File: src/design/vga_timing_pkg.sv
`default_nettype none

package vga_timing_pkg;

	//////////////////////////////////////////////////
	// raster coordinate and colour types
	//////////////////////////////////////////////////

	// wide enough for the 800 and 525 totals
	typedef logic [9:0] hcount_t;
	typedef logic [9:0] vcount_t;

	// red [23:16], green [15:8], blue [7:0]
	typedef logic [23:0] rgb_t;

	//////////////////////////////////////////////////
	// 640x480 at 60 Hz raster
	//////////////////////////////////////////////////

	// horizontal, in pixel clocks
	localparam hcount_t h_visible    = 10'd640;
	localparam hcount_t h_sync_start = 10'd656;
	localparam hcount_t h_sync_end   = 10'd752;
	localparam hcount_t h_total      = 10'd800;

	// vertical, in lines
	localparam vcount_t v_visible    = 10'd480;
	localparam vcount_t v_sync_start = 10'd490;
	localparam vcount_t v_sync_end   = 10'd492;
	localparam vcount_t v_total      = 10'd525;

endpackage

`default_nettype wire

File: src/design/screen_layout_pkg.sv
`default_nettype none

package screen_layout_pkg;

	//////////////////////////////////////////////////
	// game setting types
	//////////////////////////////////////////////////

	typedef enum logic [1:0] {
		gryffindor = 2'd0,
		slytherin  = 2'd1,
		hufflepuff = 2'd2,
		ravenclaw  = 2'd3
	} house_t;

	typedef logic [3:0] pal_index_t;
	typedef logic [3:0] bcd_digit_t;

	// fixed colours, then one entry per house from each base
	localparam pal_index_t pal_black      = 4'd0;
	localparam pal_index_t pal_white      = 4'd1;
	localparam pal_index_t pal_gray       = 4'd2;
	localparam pal_index_t pal_bg_base    = 4'd3;
	localparam pal_index_t pal_crest_base = 4'd7;

	//////////////////////////////////////////////////
	// screen regions, bounds inclusive
	//////////////////////////////////////////////////

	localparam vga_timing_pkg::vcount_t trace_row_first = 10'd40;
	localparam vga_timing_pkg::vcount_t trace_row_last  = 10'd439;
	localparam vga_timing_pkg::hcount_t trace_col_first = 10'd120;
	localparam vga_timing_pkg::hcount_t trace_col_last  = 10'd519;

	localparam vga_timing_pkg::vcount_t crest_row_first    = 10'd10;
	localparam vga_timing_pkg::vcount_t crest_row_last     = 10'd109;
	localparam vga_timing_pkg::hcount_t crest_p1_col_first = 10'd10;
	localparam vga_timing_pkg::hcount_t crest_p1_col_last  = 10'd109;
	localparam vga_timing_pkg::hcount_t crest_p2_col_first = 10'd530;
	localparam vga_timing_pkg::hcount_t crest_p2_col_last  = 10'd629;

	// score digits sit in a band at the top of the screen
	localparam vga_timing_pkg::vcount_t digit_band_rows   = 10'd30;
	localparam vga_timing_pkg::hcount_t digit_field_width = 10'd30;

	// one-player field starts
	localparam vga_timing_pkg::hcount_t op_thousands_col = 10'd520;
	localparam vga_timing_pkg::hcount_t op_hundreds_col  = 10'd550;
	localparam vga_timing_pkg::hcount_t op_tens_col      = 10'd580;
	localparam vga_timing_pkg::hcount_t op_ones_col      = 10'd610;

	// two-player field starts
	localparam vga_timing_pkg::hcount_t tp_p1_hundreds_col = 10'd120;
	localparam vga_timing_pkg::hcount_t tp_p1_tens_col     = 10'd150;
	localparam vga_timing_pkg::hcount_t tp_p1_ones_col     = 10'd180;
	localparam vga_timing_pkg::hcount_t tp_p2_hundreds_col = 10'd430;
	localparam vga_timing_pkg::hcount_t tp_p2_tens_col     = 10'd460;
	localparam vga_timing_pkg::hcount_t tp_p2_ones_col     = 10'd490;

endpackage

`default_nettype wire

File: src/design/palette_rom.sv
`timescale 1ns/10ps
`default_nettype none

module palette_rom (
	input  wire                                 iVGA_CLK,
	input  wire                                 iRST_n,
	input  wire screen_layout_pkg::pal_index_t  pix_index,
	output vga_timing_pkg::rgb_t                pix_rgb
);

	import vga_timing_pkg::*;
	import screen_layout_pkg::*;

	rgb_t lut_rgb;

	// house order within each group follows house_t
	always_comb
	begin
		case (pix_index)
			pal_black:             lut_rgb = 24'h000000;
			pal_white:             lut_rgb = 24'hFFFFFF;
			pal_gray:              lut_rgb = 24'h808080;
			pal_bg_base:           lut_rgb = 24'h7F0000;
			pal_bg_base + 4'd1:    lut_rgb = 24'h005F00;
			pal_bg_base + 4'd2:    lut_rgb = 24'hC0A000;
			pal_bg_base + 4'd3:    lut_rgb = 24'h00007F;
			pal_crest_base:        lut_rgb = 24'hFF4040;
			pal_crest_base + 4'd1: lut_rgb = 24'h40C040;
			pal_crest_base + 4'd2: lut_rgb = 24'hFFE040;
			pal_crest_base + 4'd3: lut_rgb = 24'h4040FF;
			// spare entries
			default:               lut_rgb = 24'h000000;
		endcase
	end

	always_ff @(posedge iVGA_CLK or negedge iRST_n)
	begin
		if (!iRST_n)
			pix_rgb <= '0;
		else
			pix_rgb <= lut_rgb;
	end

endmodule

`default_nettype wire

File: src/design/pixel_painter.sv
`timescale 1ns/10ps
`default_nettype none

module pixel_painter (
	input  wire                                      iVGA_CLK,
	input  wire                                      iRST_n,
	input  wire vga_timing_pkg::hcount_t             h_count,
	input  wire vga_timing_pkg::vcount_t             v_count,
	input  wire                                      blank_raw,
	input  wire                                      frame_two_player,
	input  wire screen_layout_pkg::house_t           frame_house_p1,
	input  wire screen_layout_pkg::house_t           frame_house_p2,
	input  wire screen_layout_pkg::bcd_digit_t [3:0] frame_p1_digits,
	input  wire screen_layout_pkg::bcd_digit_t [2:0] frame_p2_digits,
	output screen_layout_pkg::pal_index_t            pix_index
);

	import vga_timing_pkg::*;
	import screen_layout_pkg::*;

	// segments a..g from msb down
	function automatic logic [6:0] seg_pattern(bcd_digit_t d);
		case (d)
			4'd0:    return 7'b1111110;
			4'd1:    return 7'b0110000;
			4'd2:    return 7'b1101101;
			4'd3:    return 7'b1111001;
			4'd4:    return 7'b0110011;
			4'd5:    return 7'b1011011;
			4'd6:    return 7'b1011111;
			4'd7:    return 7'b1110000;
			4'd8:    return 7'b1111111;
			4'd9:    return 7'b1111011;
			default: return 7'b0000000;
		endcase
	endfunction

	function automatic logic in_rect(
		logic [4:0] x, logic [4:0] y,
		logic [4:0] x0, logic [4:0] x1,
		logic [4:0] y0, logic [4:0] y1
	);
		return (x >= x0) && (x <= x1) && (y >= y0) && (y <= y1);
	endfunction

	logic [0:9]  fld_on;
	hcount_t     fld_start [10];
	bcd_digit_t  fld_digit [10];
	logic        field_hit;
	hcount_t     field_start;
	bcd_digit_t  field_digit;
	logic [4:0]  cell_col;
	logic [4:0]  cell_row;
	logic [6:0]  seg_area;
	logic        seg_lit;
	logic        crest_p1_hit;
	logic        crest_p2_hit;
	logic        trace_hit;
	pal_index_t  next_index;

	//////////////////////////////////////////////////
	// digit fields, one-player set then two-player set
	//////////////////////////////////////////////////

	assign fld_on    = {{4{!frame_two_player}}, {6{frame_two_player}}};
	assign fld_start = '{op_thousands_col, op_hundreds_col, op_tens_col, op_ones_col,
		tp_p1_hundreds_col, tp_p1_tens_col, tp_p1_ones_col,
		tp_p2_hundreds_col, tp_p2_tens_col, tp_p2_ones_col};
	assign fld_digit = '{frame_p1_digits[3], frame_p1_digits[2], frame_p1_digits[1],
		frame_p1_digits[0], frame_p1_digits[2], frame_p1_digits[1], frame_p1_digits[0],
		frame_p2_digits[2], frame_p2_digits[1], frame_p2_digits[0]};

	// active fields never overlap
	always_comb
	begin
		field_hit   = 1'b0;
		field_start = '0;
		field_digit = '0;
		for (int k = 0; k < 10; k++)
		begin
			if (fld_on[k] && (v_count < digit_band_rows) && (h_count >= fld_start[k])
				&& (h_count < fld_start[k] + digit_field_width))
			begin
				field_hit   = 1'b1;
				field_start = fld_start[k];
				field_digit = fld_digit[k];
			end
		end
	end

	// position inside the 30x30 cell
	assign cell_col = 5'(h_count - field_start);
	assign cell_row = 5'(v_count);

	assign seg_area[6] = in_rect(cell_col, cell_row, 5'd8, 5'd21, 5'd2, 5'd4);
	assign seg_area[5] = in_rect(cell_col, cell_row, 5'd21, 5'd23, 5'd2, 5'd15);
	assign seg_area[4] = in_rect(cell_col, cell_row, 5'd21, 5'd23, 5'd13, 5'd27);
	assign seg_area[3] = in_rect(cell_col, cell_row, 5'd8, 5'd21, 5'd25, 5'd27);
	assign seg_area[2] = in_rect(cell_col, cell_row, 5'd6, 5'd8, 5'd13, 5'd27);
	assign seg_area[1] = in_rect(cell_col, cell_row, 5'd6, 5'd8, 5'd2, 5'd15);
	assign seg_area[0] = in_rect(cell_col, cell_row, 5'd8, 5'd21, 5'd13, 5'd15);

	assign seg_lit = field_hit && (|(seg_area & seg_pattern(field_digit)));

	//////////////////////////////////////////////////
	// crests, trace box and priority
	//////////////////////////////////////////////////

	assign crest_p1_hit = (v_count >= crest_row_first) && (v_count <= crest_row_last)
		&& (h_count >= crest_p1_col_first) && (h_count <= crest_p1_col_last);
	assign crest_p2_hit = frame_two_player
		&& (v_count >= crest_row_first) && (v_count <= crest_row_last)
		&& (h_count >= crest_p2_col_first) && (h_count <= crest_p2_col_last);
	assign trace_hit = (v_count >= trace_row_first) && (v_count <= trace_row_last)
		&& (h_count >= trace_col_first) && (h_count <= trace_col_last);

	always_comb
	begin
		if (!blank_raw)
			next_index = pal_black;
		else if (seg_lit)
			next_index = pal_white;
		else if (crest_p1_hit)
			next_index = pal_crest_base + pal_index_t'(frame_house_p1);
		else if (crest_p2_hit)
			next_index = pal_crest_base + pal_index_t'(frame_house_p2);
		else if (trace_hit)
			next_index = pal_gray;
		else
			next_index = pal_bg_base + pal_index_t'(frame_house_p1);
	end

	always_ff @(posedge iVGA_CLK or negedge iRST_n)
	begin
		if (!iRST_n)
			pix_index <= pal_black;
		else
			pix_index <= next_index;
	end

endmodule

`default_nettype wire

File: src/design/screen_config_regs.sv
`timescale 1ns/10ps
`default_nettype none

module screen_config_regs (
	input  wire                                      iVGA_CLK,
	input  wire                                      iRST_n,
	input  wire                                      frame_end,
	input  wire                                      two_player_mode,
	input  wire screen_layout_pkg::house_t           house_p1,
	input  wire screen_layout_pkg::house_t           house_p2,
	input  wire screen_layout_pkg::bcd_digit_t       p1_thousands,
	input  wire screen_layout_pkg::bcd_digit_t       p1_hundreds,
	input  wire screen_layout_pkg::bcd_digit_t       p1_tens,
	input  wire screen_layout_pkg::bcd_digit_t       p1_ones,
	input  wire screen_layout_pkg::bcd_digit_t       p2_hundreds,
	input  wire screen_layout_pkg::bcd_digit_t       p2_tens,
	input  wire screen_layout_pkg::bcd_digit_t       p2_ones,
	output logic                                     frame_two_player,
	output screen_layout_pkg::house_t                frame_house_p1,
	output screen_layout_pkg::house_t                frame_house_p2,
	output screen_layout_pkg::bcd_digit_t [3:0]      frame_p1_digits,
	output screen_layout_pkg::bcd_digit_t [2:0]      frame_p2_digits
);

	import screen_layout_pkg::*;

	// settings only move on the last pixel of a frame
	// so the painter sees one set from (0,0) onwards
	always_ff @(posedge iVGA_CLK or negedge iRST_n)
	begin
		if (!iRST_n)
		begin
			frame_two_player <= 1'b0;
			frame_house_p1   <= gryffindor;
			frame_house_p2   <= gryffindor;
			frame_p1_digits  <= '0;
			frame_p2_digits  <= '0;
		end
		else if (frame_end)
		begin
			frame_two_player <= two_player_mode;
			frame_house_p1   <= house_p1;
			frame_house_p2   <= house_p2;
			// most significant digit in the top slot
			frame_p1_digits  <= {p1_thousands, p1_hundreds, p1_tens, p1_ones};
			frame_p2_digits  <= {p2_hundreds, p2_tens, p2_ones};
		end
	end

endmodule

`default_nettype wire

File: src/design/vga_screen_top.sv
`timescale 1ns/10ps
`default_nettype none

module vga_screen_top (
	input  wire                                 iVGA_CLK,
	input  wire                                 iRST_n,
	input  wire                                 two_player_mode,
	input  wire screen_layout_pkg::house_t      house_p1,
	input  wire screen_layout_pkg::house_t      house_p2,
	input  wire screen_layout_pkg::bcd_digit_t  p1_thousands,
	input  wire screen_layout_pkg::bcd_digit_t  p1_hundreds,
	input  wire screen_layout_pkg::bcd_digit_t  p1_tens,
	input  wire screen_layout_pkg::bcd_digit_t  p1_ones,
	input  wire screen_layout_pkg::bcd_digit_t  p2_hundreds,
	input  wire screen_layout_pkg::bcd_digit_t  p2_tens,
	input  wire screen_layout_pkg::bcd_digit_t  p2_ones,
	output logic                                oBLANK_n,
	output logic                                oHS,
	output logic                                oVS,
	output logic [7:0]                          r_data,
	output logic [7:0]                          g_data,
	output logic [7:0]                          b_data
);

	import vga_timing_pkg::*;
	import screen_layout_pkg::*;

	hcount_t          h_count;
	vcount_t          v_count;
	logic             hs_raw;
	logic             vs_raw;
	logic             blank_raw;
	logic             frame_end;
	logic             frame_two_player;
	house_t           frame_house_p1;
	house_t           frame_house_p2;
	bcd_digit_t [3:0] frame_p1_digits;
	bcd_digit_t [2:0] frame_p2_digits;
	pal_index_t       pix_index;
	rgb_t             pix_rgb;
	logic [1:0]       hs_pipe;
	logic [1:0]       vs_pipe;
	logic [1:0]       blank_pipe;

	video_sync_gen u_sync (
		.iVGA_CLK  (iVGA_CLK),
		.iRST_n    (iRST_n),
		.h_count   (h_count),
		.v_count   (v_count),
		.hs_raw    (hs_raw),
		.vs_raw    (vs_raw),
		.blank_raw (blank_raw),
		.frame_end (frame_end)
	);

	screen_config_regs u_config (
		.iVGA_CLK         (iVGA_CLK),
		.iRST_n           (iRST_n),
		.frame_end        (frame_end),
		.two_player_mode  (two_player_mode),
		.house_p1         (house_p1),
		.house_p2         (house_p2),
		.p1_thousands     (p1_thousands),
		.p1_hundreds      (p1_hundreds),
		.p1_tens          (p1_tens),
		.p1_ones          (p1_ones),
		.p2_hundreds      (p2_hundreds),
		.p2_tens          (p2_tens),
		.p2_ones          (p2_ones),
		.frame_two_player (frame_two_player),
		.frame_house_p1   (frame_house_p1),
		.frame_house_p2   (frame_house_p2),
		.frame_p1_digits  (frame_p1_digits),
		.frame_p2_digits  (frame_p2_digits)
	);

	pixel_painter u_painter (
		.iVGA_CLK         (iVGA_CLK),
		.iRST_n           (iRST_n),
		.h_count          (h_count),
		.v_count          (v_count),
		.blank_raw        (blank_raw),
		.frame_two_player (frame_two_player),
		.frame_house_p1   (frame_house_p1),
		.frame_house_p2   (frame_house_p2),
		.frame_p1_digits  (frame_p1_digits),
		.frame_p2_digits  (frame_p2_digits),
		.pix_index        (pix_index)
	);

	palette_rom u_palette (
		.iVGA_CLK  (iVGA_CLK),
		.iRST_n    (iRST_n),
		.pix_index (pix_index),
		.pix_rgb   (pix_rgb)
	);

	//////////////////////////////////////////////////
	// sync delay, matches painter plus palette
	//////////////////////////////////////////////////

	always_ff @(posedge iVGA_CLK or negedge iRST_n)
	begin
		if (!iRST_n)
		begin
			// syncs idle high, display blanked
			hs_pipe    <= 2'b11;
			vs_pipe    <= 2'b11;
			blank_pipe <= 2'b00;
		end
		else
		begin
			hs_pipe    <= {hs_pipe[0], hs_raw};
			vs_pipe    <= {vs_pipe[0], vs_raw};
			blank_pipe <= {blank_pipe[0], blank_raw};
		end
	end

	assign oHS      = hs_pipe[1];
	assign oVS      = vs_pipe[1];
	assign oBLANK_n = blank_pipe[1];

	assign r_data = pix_rgb[23:16];
	assign g_data = pix_rgb[15:8];
	assign b_data = pix_rgb[7:0];

endmodule

`default_nettype wire

File: src/design/video_sync_gen.sv
`timescale 1ns/10ps
`default_nettype none

module video_sync_gen (
	input  wire                     iVGA_CLK,
	input  wire                     iRST_n,
	output vga_timing_pkg::hcount_t h_count,
	output vga_timing_pkg::vcount_t v_count,
	output logic                    hs_raw,
	output logic                    vs_raw,
	output logic                    blank_raw,
	output logic                    frame_end
);

	import vga_timing_pkg::*;

	logic line_end;
	logic last_line;

	assign line_end  = (h_count == h_total - 10'd1);
	assign last_line = (v_count == v_total - 10'd1);

	//////////////////////////////////////////////////
	// free running raster counters
	//////////////////////////////////////////////////

	always_ff @(posedge iVGA_CLK or negedge iRST_n)
	begin
		if (!iRST_n)
		begin
			h_count <= '0;
			v_count <= '0;
		end
		else
		begin
			if (line_end)
			begin
				h_count <= '0;
				// next line, or back to the top
				if (last_line)
					v_count <= '0;
				else
					v_count <= v_count + 10'd1;
			end
			else
				h_count <= h_count + 10'd1;
		end
	end

	//////////////////////////////////////////////////
	// decode from counters
	//////////////////////////////////////////////////

	// both syncs are active low
	assign hs_raw = !((h_count >= h_sync_start) && (h_count < h_sync_end));
	assign vs_raw = !((v_count >= v_sync_start) && (v_count < v_sync_end));

	// high inside the visible area
	assign blank_raw = (h_count < h_visible) && (v_count < v_visible);

	// last pixel of the last line
	assign frame_end = line_end && last_line;

endmodule

`default_nettype wire

File: config.mk
export PLATFORM = sky130hd
export DESIGN_NAME = vga_screen_top
export DESIGN_NICKNAME = d
export VERILOG_FILES = /design/src/design/vga_timing_pkg.sv /design/src/design/screen_layout_pkg.sv /design/src/design/palette_rom.sv /design/src/design/pixel_painter.sv /design/src/design/screen_config_regs.sv /design/src/design/vga_screen_top.sv /design/src/design/video_sync_gen.sv
export SDC_FILE = /design/constraint.sdc
export NUM_CORES = 1
export LEC_CHECK = 0
export ABC_CLOCK_PERIOD_IN_PS = 10400
export BUFFER_PORTS_ARGS = -buffer_cell sky130_fd_sc_hd__buf_2
export CORE_ASPECT_RATIO = 1.25
export CORE_MARGIN = 2
export CORE_UTILIZATION = 50
export CTS_BUF_LIST = sky130_fd_sc_hd__clkbuf_4 sky130_fd_sc_hd__clkbuf_8 sky130_fd_sc_hd__clkbuf_16
export CTS_CLUSTER_SIZE = 25
export DETAILED_ROUTE_END_ITERATION = 8
export PLACE_DENSITY_LB_ADDON = 0.3
export SETUP_SLACK_MARGIN = 0.05
export SKIP_CTS_REPAIR_TIMING = 1
export SKIP_LAST_GASP = 1
export SYNTH_ARGS = -nofsm -noshare
export SYNTH_HDL_FRONTEND = slang
export SYNTH_SLANG_ARGS = --single-unit
File: constraint.sdc
create_clock -name iVGA_CLK -period 10.4 [get_ports iVGA_CLK]
set_input_delay 1.56 -clock iVGA_CLK [delete_from_list [all_inputs] [get_ports iVGA_CLK]]
set_output_delay 1.56 -clock iVGA_CLK [all_outputs]
set_load 0.02 [all_outputs]
==> results.ini <==
[critical_path]
worst-r2r-setup-slack_ns = 5.62
setup.worst_path.class = reg2reg
worst_setup_path_start_kind = flop
timing.critical_path.to_type = flop
reg2reg_from = u_sync.h_count[9]
ff2ff_path_depth = 16
r2r-end = u_painter.pix_index[2]
wp_data_arrival_ns = 4.98
path_max_fanout = 20
worstPathRequired_ns = 10.59

[yosys]
yosys.area.top_type = sky130_fd_sc_hd__dfrtp_1
synth_enable_flop_cells = 0
synth.area.top_cells = sky130_fd_sc_hd__dfrtp_1 33%, sky130_fd_sc_hd__mux2_2 6.2%, sky130_fd_sc_hd__ha_1 5.0%, sky130_fd_sc_hd__o21ai_0 3.7%, sky130_fd_sc_hd__nor2_1 3.0%
number_of_storage_elements_in_the_synthesis_netlist = 73
average_cell_area_after_synthesis_um2 = 9.333
yosysTopAreaCellShare = 0.3292
syn-cell-area_um2 = 5245
yosysUniqueCellTypes = 89
postSynthNetCount = 619
synth_flop_cell = sky130_fd_sc_hd__dfrtp_1
post_synth_inst_count = 562
synth_warnings = 0
postSynth.asyncResetShare = 1.000
synth_sequential_area_ratio = 0.3492

[layout]
fin_util = 0.5559
fin_nets = 640
flow.area_growth_from_synthesis_pct = 7.658
stdcell_area_um2 = 5647
antenna_cells_inserted = 0
post_layout_nonfiller_instances = 717
drive_gt1_frac = 0.2432

[route]
route.met3.wl_um = 648
totalWireLength_um = 12900
post_drt_wl_per_cell_um = 17.99
top_signal_layer_used = met4
remaining_drc_errors = 0
dr.first_iter.drc_count = 290
met1Wirelength_um = 5380
avgViaCountPerCell = 6.237
route.vias.total = 4472
final_antenna_net_count = 0
met2_layer_wire_length_in_the_routed_design_um = 6321
dr.pass1.iters = 5

[timing]
grt_setup_unrepaired = no
timing.hold.ws_ns = 0.3554
finalSetupTns_ns = 0
hold_viol = 0
fin_crit_share = 0.4601
clock-skew-final_ns = 0.008091
fmax_mhz = 209.0
max_slew_vio_count = 0
timing.slew.headroom = 0.3907
crit_path_time_final_ns = 4.785
worst_pin_slew_ns = 0.9140
finalSetupViolCount = 0
fin_ws_ns = 5.615

[die]
placement_rows = 41
initial_utilization = 0.5164
die-area_um2 = 11330
die_w_um = 95.61
core_um2 = 10160
die_h_um = 118.5
design.portCount = 62

[clocking]
cts_buffers = 9
clkSlewWorstSetupHoldPaths_ns = 0.06
worst_skew_pair.late_latency_ns = 0.34
numClockSinks = 73
cts_max_level = 3
cts_tree = yes
clock-root-buffer = sky130_fd_sc_hd__clkbuf_16
clk_path_buf_depth = 2

[placed_design]
placedCellCount = 701
port_buffers = 61
finalWeightedCongestion = 0.9311
dpl_worst_slack_ns = 5.688
hpwl_um = 9527
post_dp_cell_area_um2 = 5323

[pwr]
irDropWorstVdd_uv = 84.27
power_density_nw_per_um2 = 111.9
power.static_leakage_nw = 2.652
totalPowerFinal_mw = 0.6316

[global_routing]
grt_util_overall = 0.2392
global_route_wire_length_before_repair_um = 21180
grt.overflow.total = 0
grt_max_degree = 74
antenna_found_initial = 0
vias_in_the_first_global_route = 4275

[min_path]
timing.hold.worst_endpoint = vs_pipe[1]
worst_hold_path.num_cells = 0
worst_hold_startpoint = vs_pipe[0]
min-delay-path-class = reg2reg

[status]
outcome = complete, no violations

[run]
maxCapViolations = 0

[state kept, by name, summed over array words and instances, names as in the netlist]
signal / cells
vs_pipe: 2
u_config.frame_house_p1: 2
u_sync.h_count: 10
u_palette.pix_rgb: 10
u_sync.v_count: 10
u_config.frame_p2_digits: 12
u_painter.pix_index: 4
u_config.frame_p1_digits: 16
blank_pipe: 2
u_config.frame_house_p2: 2
u_config.frame_two_player: 1
hs_pipe: 2
[Yosys cell counts (all sizes together), types with 3 or more instances]
library cell and instances:
dfrtp 69, nor2 42, o21ai 41, nand2 32
mux2 29, buf 28, inv 25, clkbuf 24
nor3 23, a21oi 21, ha 21, nand3 15
nand4 14, nor4 11, nor2b 10, xnor2 9
and3 7, o21a 7, o22ai 7, a211oi 6
mux2i 6, o31ai 6, or2 6, xor2 6
a21boi 5, a21o 5, and4 5, or3 5
or4 5, a2111oi 4, a2bb2oi 4, a31oi 4
dfstp 4, o211ai 4, a41oi 3, nand2b 3
nand3b 3, nand4b 3, o211a 3, o32ai 3
[worst max path at each step]
stage	endpoint	from
3_5_place_dp	u_painter.pix_index[2]	u_sync.h_count[7]
3_3_place_gp	u_painter.pix_index[1]	u_sync.h_count[7]
5_1_grt	u_painter.pix_index[1]	u_sync.h_count[7]
2_1_floorplan	u_painter.pix_index[1]	u_sync.v_count[6]
4_1_cts	u_painter.pix_index[2]	u_sync.h_count[7]
6_report	u_painter.pix_index[2]	u_sync.h_count[9]
[final cells by class]
class / instances / area (um^2)
fillers: 929 / 4511
multi-input cells: 411 / 2913
flip-flops and latches: 73 / 1832
repair buffers: 63 / 322.8
clock buffers: 10 / 232.7
well taps: 129 / 161.4
inverters: 25 / 93.84
clock inverters: 6 / 91.34
[worst max-delay path: stages (launching register included)]
cell and delay, ns:
sky130_fd_sc_hd__dfrtp_1 0.73, sky130_fd_sc_hd__or4bb_1 0.63, sky130_fd_sc_hd__nor2_1 0.35, sky130_fd_sc_hd__and3_1 0.24, sky130_fd_sc_hd__or2_2 0.16, sky130_fd_sc_hd__nand3b_1 0.13
sky130_fd_sc_hd__nor2_1 0.07, sky130_fd_sc_hd__ha_1 0.30, sky130_fd_sc_hd__and3b_1 0.18, sky130_fd_sc_hd__nor3_1 0.30, sky130_fd_sc_hd__nor2_1 0.13, sky130_fd_sc_hd__xnor2_1 0.15
sky130_fd_sc_hd__or4_1 0.48, sky130_fd_sc_hd__a211oi_1 0.25, sky130_fd_sc_hd__o31ai_1 0.13, sky130_fd_sc_hd__a311oi_2 0.31, sky130_fd_sc_hd__nor3_1 0.09
[cell usage in the layout, fill, tap and decap left out, types with 5 or more instances in the layout]
cell type / n
sky130_fd_sc_hd__a21o_1: 5
sky130_fd_sc_hd__and3_1: 6
sky130_fd_sc_hd__mux2i_1: 6
sky130_fd_sc_hd__nand4_1: 14
sky130_fd_sc_hd__o21a_1: 6
sky130_fd_sc_hd__dfrtp_1: 69
sky130_fd_sc_hd__buf_2: 60
sky130_fd_sc_hd__o31ai_1: 5
sky130_fd_sc_hd__nor2b_1: 10
sky130_fd_sc_hd__nand3_1: 15
sky130_fd_sc_hd__ha_1: 21
sky130_fd_sc_hd__or2_2: 6
sky130_fd_sc_hd__o21ai_0: 39
sky130_fd_sc_hd__inv_1: 25
sky130_fd_sc_hd__mux2_2: 29
sky130_fd_sc_hd__clkbuf_16: 9
sky130_fd_sc_hd__a21oi_1: 21
sky130_fd_sc_hd__o22ai_1: 7
sky130_fd_sc_hd__nand2_1: 32
sky130_fd_sc_hd__nor2_1: 42
sky130_fd_sc_hd__a211oi_1: 5
sky130_fd_sc_hd__xnor2_1: 9
sky130_fd_sc_hd__nor4_1: 9
sky130_fd_sc_hd__nor3_1: 21
sky130_fd_sc_hd__xor2_1: 6
[per-layer routing]
layer | track usage | vias to the layer above
met5 | 0 | -
met4 | 0.1116 | 0
met3 | 0.04653 | 33
met2 | 0.3864 | 157
met1 | 0.3039 | 2178
li1 | - | 2104
[power breakdown]
group          total, mW  leakage (nW)  internal, mW  switching (mW)
sequential         0.284         0.935         0.284               0
combinational     0.0113          1.56       0.00455         0.00677
clock              0.336         0.160         0.214           0.122
total              0.632          2.65         0.503           0.129
[cell families after synthesis]
kind of cell | synth area share
AND/OR/NAND/NOR | 0.2054
AO/OA/AOI/OAI | 0.1963
buffers and inverters | 0.09638
flip-flops | 0.3492
multiplexers | 0.07371
adder cells (fa/ha/maj) | 0.05391
XOR/XNOR | 0.02505
(Power assumes the default switching activity.)
